<file path="src/source/sram_fifo.sv">
module sram_fifo #(
  parameter type item_t = logic,
  parameter int  DEPTH  = 4
) (
  input  logic  clk,
  input  logic  rst_n,

  input  item_t push_data,
  input  logic  push_valid,
  output logic  push_ready,

  output item_t pop_data,
  output logic  pop_valid,
  input  logic  pop_ready
);

  localparam int PTR_W = $clog2(DEPTH);
  localparam logic [PTR_W:0] FULL_COUNT = (PTR_W + 1)'(DEPTH);

  item_t            mem [DEPTH];
  logic [PTR_W-1:0] wr_ptr;
  logic [PTR_W-1:0] rd_ptr;
  logic [PTR_W:0]   count;
  logic             push;
  logic             pop;

  assign push_ready = (count != FULL_COUNT);
  assign pop_valid  = (count != '0);
  assign pop_data   = mem[rd_ptr];

  assign push = push_valid && push_ready;
  assign pop  = pop_valid && pop_ready;

  always_ff @(posedge clk) begin
    if (!rst_n) begin
      wr_ptr <= '0;
      rd_ptr <= '0;
      count  <= '0;
    end else begin
      if (push) wr_ptr <= wr_ptr + 1'b1;  // depth is a power of two, pointers wrap
      if (pop) rd_ptr <= rd_ptr + 1'b1;
      if (push && !pop) count <= count + 1'b1;
      else if (pop && !push) count <= count - 1'b1;
    end
  end

  always_ff @(posedge clk) begin
    if (push) mem[wr_ptr] <= push_data;
  end

endmodule

</file>
<file path="config.mk">
export PLATFORM = sky130hd
export DESIGN_NAME = sram_fifo
export DESIGN_NICKNAME = d
export VERILOG_FILES = /design/src/source/sram_fifo.sv
export SDC_FILE = /design/constraint.sdc
export NUM_CORES = 1
export LEC_CHECK = 0
export BUFFER_PORTS_ARGS = -buffer_cell sky130_fd_sc_hd__buf_4
export CAP_MARGIN = 5
export CELL_PAD_IN_SITES_DETAIL_PLACEMENT = 0
export CELL_PAD_IN_SITES_GLOBAL_PLACEMENT = 1
export CORE_ASPECT_RATIO = 0.9
export CORE_MARGIN = 4
export CORE_UTILIZATION = 30
export CTS_CLUSTER_SIZE = 40
export DETAILED_ROUTE_END_ITERATION = 6
export PLACE_DENSITY_LB_ADDON = 0.1
export SLEW_MARGIN = 20
export SYNTH_ARGS = -nofsm -noshare
export SYNTH_HDL_FRONTEND = slang
export SYNTH_SLANG_ARGS = --single-unit
</file>
<file path="constraint.sdc">
create_clock -name clk -period 2.53 [get_ports clk]
set_input_delay 0 -clock clk [delete_from_list [all_inputs] [get_ports clk]]
set_output_delay 0 -clock clk [all_outputs]
set_load 0.005 [all_outputs]
</file>
==> flow_summary_export.csv, run 1 <==
group,metric,value,unit
drt,dr.first_iter.drc_count,4,
synth,ys_seq_elements,13,
timing,clock.fmax,0.466,GHz
global_route,grt_pass1_wl,1700,µm
layout,syn2layout_area_growth,20.2,%
global_route,grt_pass1_vias,390,
job,cap_violations,0,
floorplanning,start_util,32.6,%
power,powerDensity,928,mW/mm²
layout,fin_util,39.2,%
setup_path,critPathLaunchType,"flip-flop",
timing,timing.final.ws_setup,384,ps
clock_tree,cts_setup_buffers,0,
drt,drt-total-wl,937,µm
layout,post-route-cell-area,781,µm²
clock_tree,worst_skew_pair.late_latency,270,ps
setup_path,crit_path_cell_trace,"buf_4, o31ai_4, ha_1, inv_1, fa_1, xor2_1, or3_1, a21boi_0",
setup_path,worstPathRequired,2740,ps
setup_path,cp-end-kind,"flip-flop",
timing,finalCriticalPeriod,2150,ps
synth,yosysSeqAreaShare,46.2,%
synth,synthesis.nets,64,
outcome,status,"complete, no violations",
min_path,min_path_type,"input pin to flip-flop",
synth,syn-cell-area,649,µm²
drt,drt_first_pass_iters,4,
timing,rsz0062_at_grt,"false",
synth,syn_avg_cell_area,12.3,µm²
layout,fillerInstances,214,
setup_path,timing.rr.start,"count[0]",
synth,synth_cell_types,21,
placed_design,dp_hpwl,754,µm
floorplanning,rows,15,
setup_path,crit_slowest_cell,"dfxtp_1",
drt,num_vias,391,
clock_tree,cts_hold_buf,1,
floorplanning,ios,8,
global_route,antenna_found_initial,0,
setup_path,path_max_fanout,4,
drt,wl_per_cell,10.3,µm
synth,postSynthCellCount,53,
layout,fin_nets,78,
synth,yosys.area.top_type_share,27.7,%
drt,met2_length,428,µm
timing,finalSetupViolations,0,
drt,top_layer_used,"met3",
layout,seq_area,300,µm²
global_route,grt_max_degree,11,
layout,drive_gt1_share,27.3,%
synth,ys.warnings.count,0,
global_route,grt_use_total,7.75,%
setup_path,crit_type,"flip-flop to flip-flop",
placed_design,dpl_cell_area,744,µm²
drt,routed_via_density,4.30,
timing,final_max_slew_viol_count,0,
synth,synth.area.mux_share,8.09,%
synth,synth-simple-area-share,14.6,%
setup_path,slowest_delay,370,ps
global_route,gr-total-overflow,0,
floorplanning,dieArea,0.00297,mm²
drt,met1_length,456,µm
clock_tree,clk_pin_slew,80,ps
clock_tree,cts_buffer_depth,2,
placed_design,place_ws,389,ps
clock_tree,cts_tree,"done",
setup_path,startpoint,"count[0]",
placed_design,place.gp.congestion,0.634,
power,ir_worst_vdd,392,µV
synth,synth-compound-area-share,10.6,%
drt,dr_wl_met3,52,µm
synth,yosys.area.top_type,"dfxtp_1",
floorplanning,core,0.00199,mm²
timing,fin_setup_tns,0,ps
floorplanning,die_w,57.0,µm
synth,synthTopCellsByArea,"dfxtp_1, edfxtp_1, ha_1",
clock_tree,clkSinkCount,13,
drt,drc,0,
power,p_leak,0.000318,µW
clock_tree,htreeDepth,1,
timing,finalCritPeriodShare,84.8,%
clock_tree,cts-root-buf,"clkbuf_4",
synth,synth_xor_area_share,5.39,%
setup_path,arrival,2350,ps
drt,ant_nets,0,
timing,finalClockSkew,10.1,ps
floorplanning,die_h,52.1,µm
layout,n_antenna_cell,0,
timing,hold_violations,0,
setup_path,cp_top_family,"adder cells",
clock_tree,cts_resized,0,
clock_tree,cts_buffers,3,
setup_path,crit_buf_inv,2,
placed_design,port-buffer-count,7,
layout,multiInputGateArea,334,µm²
synth,yosys.area_share.adder,12.7,%
synth,synth_top_family_by_area,"simple AND/OR/NAND/NOR gates",
timing,worst_pin_slew,342,ps
timing,slew-limit-headroom,77.2,%
min_path,min-delay-start,"rst_n",
[per-layer routing]
layer / up-vias / GRT usage [%]
li1: 203 / -
met1: 181 / 9.56
met2: 7 / 11.4
met3: 0 / 4.47
met4: 0 / 2.32
met5: - / 0
[metrics by stage]
| step | std cells | hold WS, ps | power, µW |
|---|---|---|---|
| after floorplan | 53 | 98.9 | 516 |
| after global placement | 86 | 203 | 610 |
| after detailed placement | 86 | 204 | 610 |
| after CTS | 91 | 2.84 | 740 |
| after global routing | 91 | 4.61 | 788 |
| final | 91 | 5.51 | 725 |
[cells in the final DEF, fill, tap and decap left out]
cell / instances
inv_1: 3
edfxtp_1: 4
buf_4: 9
ha_1: 5
xnor2_1: 3
o311ai_2: 1
clkbuf_4: 3
mux2i_1: 3
mux4_2: 1
clkbuf_1: 1
o31ai_4: 1
o21ai_0: 1
nand2_1: 5
a21boi_4: 1
xor2_1: 1
dfxtp_1: 9
fa_1: 1
nor2b_1: 1
or3_1: 1
dlygate4sd3_1: 1
and2_1: 8
or3_2: 1
a21boi_0: 1
nor2_2: 1
[final timing paths]
check	endpoint	slack (ps)	cells after the start
worst max-delay path	count[2]	380	8
worst min register to register	wr_ptr[1]	510	2
worst max register to register	count[2]	380	8
worst min-delay path	count[0]	6	2
[Yosys cell counts]
cell / instances
a21boi_0: 1
and2_1: 8
o31ai_4: 1
o311ai_2: 1
fa_1: 1
ha_1: 5
or3_1: 1
dfxtp_1: 9
or3_2: 1
xor2_1: 1
xnor2_1: 3
nor2b_1: 1
nand2_1: 5
mux2i_1: 3
nor2_2: 1
o21ai_0: 1
inv_1: 3
edfxtp_1: 4
clkbuf_1: 1
a21boi_4: 1
mux4_2: 1
[cell families (layout without fill, tap and decap cells)]
kind of cell	Yosys count	after routing
adders and majority gates	6	6
and+or+nand+nor	17	17
buffers and inverters	4	17
DFF	13	13
xor gates and xnor gates	4	4
AOI/OAI and AO/OA	5	5
muxes	4	4
[area by class of cell]
| cell class | instances | share of cell area, % |
|---|---|---|
| clock buffer | 4 | 3.37 |
| inverter | 3 | 1.44 |
| multi-input combinational | 36 | 42.8 |
| sequential | 13 | 38.5 |
| tap | 25 | 4.01 |
| timing repair buffer | 10 | 9.94 |
[power by group]
group          internal (µW)  leakage [µW]  switching (µW)
clock network           61.0     0.0000150            62.5
registers                267      0.000111            47.8
logic                    164      0.000192             122
total                    492      0.000318             232
[worst reg2reg max path, stage by stage (launching register included)]
cell      delay, ps
dfxtp_1         370
buf_4           170
o31ai_4         270
ha_1            230
inv_1            60
fa_1            380
xor2_1          160
or3_1           300
a21boi_0        150
Note: power is estimated with default switching activity, not from simulation.
==> run 2, diff against run 1 <==
==> constraint.sdc (replaced) <==
create_clock -name clk -period 1.9 [get_ports clk]
set_input_delay 0 -clock clk [delete_from_list [all_inputs] [get_ports clk]]
set_output_delay 0 -clock clk [all_outputs]
set_load 0.005 [all_outputs]
==> run 2 against run 1 <==
  * Clock power rose by 31%
  * Utilization up 3.8 points
  * Power is 45% higher
  * Cell count rose by 8.8%
  * Clock skew shrank 9.1 ps
  * Wire length increased by 4.7%
  * Non-clock buffer count up 8
  * Global-route usage is the same
  * Sequential share of layout area is 2.5 points lower
  * Critical endpoint unchanged
  * Largest cell class unchanged
  * Highest routed layer unchanged
==> flow_summary_export.csv, run 2 (synthesis results as in run 1) <==
group,metric,value,unit
clock_tree,worst_skew_pair.late_latency,270,ps
timing,finalCriticalPeriod,1890,ps
floorplanning,die_w,57.0,µm
clock_tree,cts_buffers,3,
placed_design,port-buffer-count,7,
timing,hold_ws,13.3,ps
floorplanning,dieArea,0.00297,mm²
power,ir_worst_vdd,474,µV
layout,final_common_cell,"buf_4",
layout,mostFrequentLayoutCells,"buf_4, and2_1, dfxtp_1",
timing,final_max_slew_viol_count,0,
layout,syn2layout_area_growth,32.0,%
placed_design,place_ws,-21.2,ps
timing,worst_pin_slew,284,ps
drt,ant_nets,0,
setup_path,critPathLaunchType,"flip-flop",
setup_path,crit_type,"flip-flop to flip-flop",
timing,finalSetupViolations,0,
floorplanning,rows,15,
setup_path,cp-end-kind,"flip-flop",
drt,num_vias,418,
placed_design,dp_hpwl,761,µm
floorplanning,die_h,52.1,µm
power,power,1050,µW
timing,rsz0062_at_grt,"true",
layout,fin_nets,86,
timing,timing.final.ws_setup,7.02,ps
global_route,grt_use_total,7.75,%
min_path,min_path_type,"input pin to flip-flop",
placed_design,place.gp.congestion,0.698,
global_route,gr-total-overflow,0,
job,cap_violations,0,
floorplanning,core,0.00199,mm²
layout,drive_gt1_share,43.2,%
power,p_leak,0.000356,µW
outcome,status,"complete, no violations",
placed_design,dpl_cell_area,792,µm²
floorplanning,start_util,32.6,%
timing,slew-limit-headroom,81.1,%
drt,routed_via_density,4.22,
timing,finalCritPeriodShare,99.6,%
clock_tree,clkSinkCount,13,
floorplanning,ios,8,
setup_path,arrival,2100,ps
layout,n_antenna_cell,0,
global_route,grt_pass1_wl,1750,µm
drt,drc,0,
power,powerDensity,1230,mW/mm²
clock_tree,htreeDepth,1,
global_route,grt_max_degree,11,
drt,drt_first_pass_iters,2,
clock_tree,cts_buffer_depth,2,
layout,post-route-cell-area,857,µm²
setup_path,path_max_fanout,4,
clock_tree,cts-root-buf,"clkbuf_4",
global_route,grt_pass1_vias,413,
timing,hold_violations,0,
drt,dr.first_iter.drc_count,3,
timing,clock.fmax,0.528,GHz
drt,wl_per_cell,9.91,µm
setup_path,worstPathRequired,2100,ps
global_route,antenna_found_initial,0,
timing,finalClockSkew,0.986,ps
drt,drt-total-wl,981,µm
clock_tree,clk_pin_slew,70,ps
clock_tree,cts_tree,"done",
-- run 2: cell types whose count changed in the layout (fill, tap and decap cells not counted), sizes merged --
cell  previous run  this run
buf              9        17
-- run 2: where the power goes --
group | switching (µW) | total (µW) | internal [µW]
Sequential | 63.8 | 428 | 364
Combinational | 182 | 464 | 283
Clock | 80.8 | 162 | 81.2
Total | 326 | 1050 | 728
-- run 2: timing repair --
action / CTS / global route
buffers inserted: 3 / 0
pin swaps: 3 / 2
hold endpoints to repair: 4 / 0
endpoints found under the setup margin: 1 / 1
gates resized for setup: 1 / 2
hold buffers: 1 / 0
-- run 2: final timing paths --
kind                                 from   endpoint  slack [ps]  cells after the start
worst max register to register   count[0]   count[2]           7                      7
worst max-delay path             count[0]   count[2]           7                      7
worst min-delay path                rst_n   count[0]          10                      2
worst min register to register  wr_ptr[1]  wr_ptr[1]         500                      2
-- run 2: through the flow --
step / setup TNS (ps) / std cells / util (%)
final: 0 / 99 / 43.1
after global routing: -88.8 / 99 / 43.1
after CTS: 0 / 99 / 42.9
after detailed placement: -21.2 / 91 / 39.8
after global placement: -12.9 / 91 / 39.8
after floorplan: 0 / 53 / -
-- run 2: layer usage --
layer	up-vias	track usage, %	routed length (µm)	part of all wire [%]
li1	223	-	-	-
met1	189	9.41	461	47
met3	0	4.47	57	5.8
met5	-	0	0	0
met2	6	12.2	462	47
met4	0	1.16	0	0
-- run 2: critical path, cell delays in order (launching register included) --
cell and delay [ps]:
dfxtp_4 360, o31ai_4 260, ha_2 240, inv_2 40, fa_2 320, xor2_1 150, or3_1 330, a21boi_2 140
-- run 2: layout make-up --
cell class / instances / area (µm²)
Tap cell: 25 / 31.3
Multi-Input combinational cell: 36 / 343
Fill cell: 217 / 1130
Clock buffer: 4 / 26.3
Sequential cell: 13 / 308
Inverter: 3 / 11.3
Timing Repair Buffer: 18 / 138
==> run 3, diff against run 2 <==
--- a/config.mk
+++ b/config.mk
@@ -5,6 +5,7 @@
 export SDC_FILE = /design/constraint.sdc
 export NUM_CORES = 1
 export LEC_CHECK = 0
+export ABC_AREA = 1
 export BUFFER_PORTS_ARGS = -buffer_cell sky130_fd_sc_hd__buf_4
 export CAP_MARGIN = 5
 export CELL_PAD_IN_SITES_DETAIL_PLACEMENT = 0
==> constraint.sdc (replaced) <==
create_clock -name clk -period 1.9 [get_ports clk]
set_input_delay 0.19 -clock clk [delete_from_list [all_inputs] [get_ports clk]]
set_output_delay 0.19 -clock clk [all_outputs]
set_load 0.005 [all_outputs]
==> run 3 against run 2 <==
  * Sequential power decreased by 4%
  * Register-to-register slack improved by 220 ps
  * Worst setup slack improved by 220 ps
  * Highest routed layer is now met4
  * Hold slack improved by 100 ps
  * Combinational power increased by 2%
  * Critical endpoint is now count[1]
  * Sequential share of layout area rose by 2.6 points
  * Clock skew grew 4.2 ps
  * Fmax is 13% higher
  * Synthesized area is 0.96% higher
==> flow_summary_export.csv, run 3 <==
group,metric,value,unit
clock_tree,cts_buffer_depth,2,
layout,n_antenna_cell,0,
floorplanning,dieArea,0.00300,mm²
setup_path,arrival,1840,ps
synth,synth-simple-area-share,24.0,%
setup_path,critPathLaunchType,"flip-flop",
global_route,gr-total-overflow,0,
synth,yosysSeqAreaShare,45.8,%
layout,drive_gt1_share,19.8,%
synth,synth_cell_types,14,
synth,ys_seq_elements,13,
synth,yosys.area_share.adder,12.6,%
timing,timing.final.ws_setup,224,ps
global_route,grt_pass1_vias,452,
synth,synth_xor_area_share,0,%
placed_design,place_ws,205,ps
synth,syn-cell-area,656,µm²
setup_path,r2r_setup_slack,220,ps
setup_path,path_max_fanout,6,
drt,num_vias,493,
min_path,min_path_cells,1,
timing,final_max_slew_viol_count,0,
clock_tree,cts_hold_buf,0,
setup_path,crit_type,"flip-flop to flip-flop",
setup_path,timing.rr.start,"count[1]",
clock_tree,htreeDepth,1,
floorplanning,rows,15,
timing,hold_violations,0,
min_path,min-delay-start,"push_data",
layout,mostFrequentLayoutCells,"inv_1, nor2_1, nand2_1",
synth,yosys.area.top_type,"dfxtp_1",
timing,finalSetupViolations,0,
layout,fin_nets,103,
min_path,hold_end,"mem[2]",
timing,slew-limit-headroom,87.7,%
drt,wl_per_cell,9.26,µm
timing,rsz0062_at_grt,"false",
setup_path,reg2reg_to,"count[1]",
placed_design,dp_hpwl,860,µm
clock_tree,cts-root-buf,"clkbuf_4",
clock_tree,clk_pin_slew,80,ps
synth,synthTopCellsByArea,"dfxtp_1, edfxtp_1, ha_1",
timing,finalCritPeriodShare,88.2,%
floorplanning,die_w,57.3,µm
floorplanning,core,0.00199,mm²
placed_design,place.gp.congestion,0.716,
synth,postSynthCellCount,78,
drt,ant_nets,0,
timing,finalCriticalPeriod,1680,ps
synth,synth-compound-area-share,8.40,%
synth,yosys.area.top_type_share,27.5,%
floorplanning,die_h,52.4,µm
drt,routed_via_density,4.25,
timing,clock.fmax,0.597,GHz
power,powerDensity,1350,mW/mm²
floorplanning,ios,8,
placed_design,port-buffer-count,7,
global_route,grt_max_degree,8,
synth,synth_top_family_by_area,"simple AND/OR/NAND/NOR gates",
synth,synthesis.nets,89,
setup_path,worstPathRequired,2060,ps
job,cap_violations,0,
drt,dr.first_iter.drc_count,10,
drt,drt_first_pass_iters,4,
setup_path,cp-end-kind,"flip-flop",
synth,yosys-top-cells-count,"inv_1, nor2_1, nand2_1, dfxtp_1, a21oi_1",
synth,async_flop_share,0,%
synth,synth_edf_count,4,
global_route,grt_use_total,8.59,%
timing,fin_setup_tns,0,ps
global_route,grt_pass1_wl,1880,µm
synth,syn_avg_cell_area,8.41,µm²
synth,synth.area.mux_share,0,%
outcome,status,"complete, no violations",
clock_tree,worst_skew_pair.late_latency,270,ps
setup_path,r2r_cells,9,
clock_tree,clkSinkCount,13,
power,ir_worst_vdd,650,µV
synth,synthFlopType,"dfxtp_1",
layout,syn2layout_area_growth,19.3,%
power,p_leak,0.000362,µW
timing,worst_pin_slew,184,ps
clock_tree,cts_setup_buffers,0,
global_route,antenna_found_initial,0,
floorplanning,start_util,33.0,%
clock_tree,cts_tree,"done",
timing,finalClockSkew,5.19,ps
min_path,min_path_type,"input pin to flip-flop",
synth,ys.warnings.count,0,
clock_tree,cts_buffers,3,
drt,drc,0,
drt,drt-total-wl,1070,µm
==> run 3: changes by cell type after synthesis, moves of 4 or more <==
cell,change
o21ai_0,+4
nor2_1,+13
a21oi_1,+6
and2_1,-8
nand2_1,+7
inv_1,+10
==> run 3: how the worst max path moves through the flow <==
stage / start / end / cells after the start
4_1_cts: count[1] / count[2] / 13
6_report: count[1] / count[1] / 9
3_3_place_gp: count[1] / count[2] / 13
5_1_grt: count[1] / count[1] / 9
3_5_place_dp: count[1] / count[2] / 13
2_1_floorplan: count[0] / count[2] / 13
==> run 3: timing repair <==
| item | 4_1_cts | 5_1_grt |
|---|---|---|
| gates resized for setup | 0 | 1 |
| endpoints found under the setup margin | 0 | 2 |
| hold endpoints to repair | 0 | 0 |
==> run 3: stage by stage <==
step | power, µW | hold slack, ps | utilization [%] | cells | instance area (µm²)
floorplan | 743 | 289 | - | 78 | 656
global placement | 894 | 392 | 37.9 | 112 | 754
detailed placement | 895 | 402 | 37.9 | 112 | 754
CTS | 1080 | 105 | 39.2 | 116 | 781
global route | 1180 | 93.9 | 39.3 | 116 | 782
finish | 1050 | 117 | 39.3 | 116 | 782
==> run 3: worst max-delay path, stage by stage, from the launching register on <==
cell and delay, ps:
dfxtp_2 340, inv_2 100, nand3_4 110, nand2_1 90, inv_1 40, ha_1 200, inv_1 80, fa_1 400
o21ai_0 140, a21oi_1 50
==> run 3: area by class of cell <==
class                           instances  area, µm²
Clock buffer                            4       26.3
Fill cell                             227       1210
Inverter                               16       60.1
Multi-Input combinational cell         49        295
Sequential cell                        13        302
Tap cell                               25       31.3
Timing Repair Buffer                    9       67.6
==> run 3: logic make-up (layout without fill, tap and decap cells) <==
kind of cell               Yosys count  after routing
DFF                                 13             13
AOI/OAI and AO/OA                   11             11
and+or+nand+nor                     32             32
adders and majority gates            6              6
buffers and inverters               16             29
==> run 3: routing by layer <==
metal	vias up	track usage [%]	wire [µm]
li1	271	-	-
met4	0	5.79	12
met5	-	0	0
met1	213	10.3	538
met3	2	3.20	53
met2	7	12.7	469
==> run 3: where the power goes <==
part           switching (µW)  total [µW]  internal, µW
registers                52.6         412           360
logic                     264         472           208
clock network            87.9         169          81.3
total                     405        1050           649
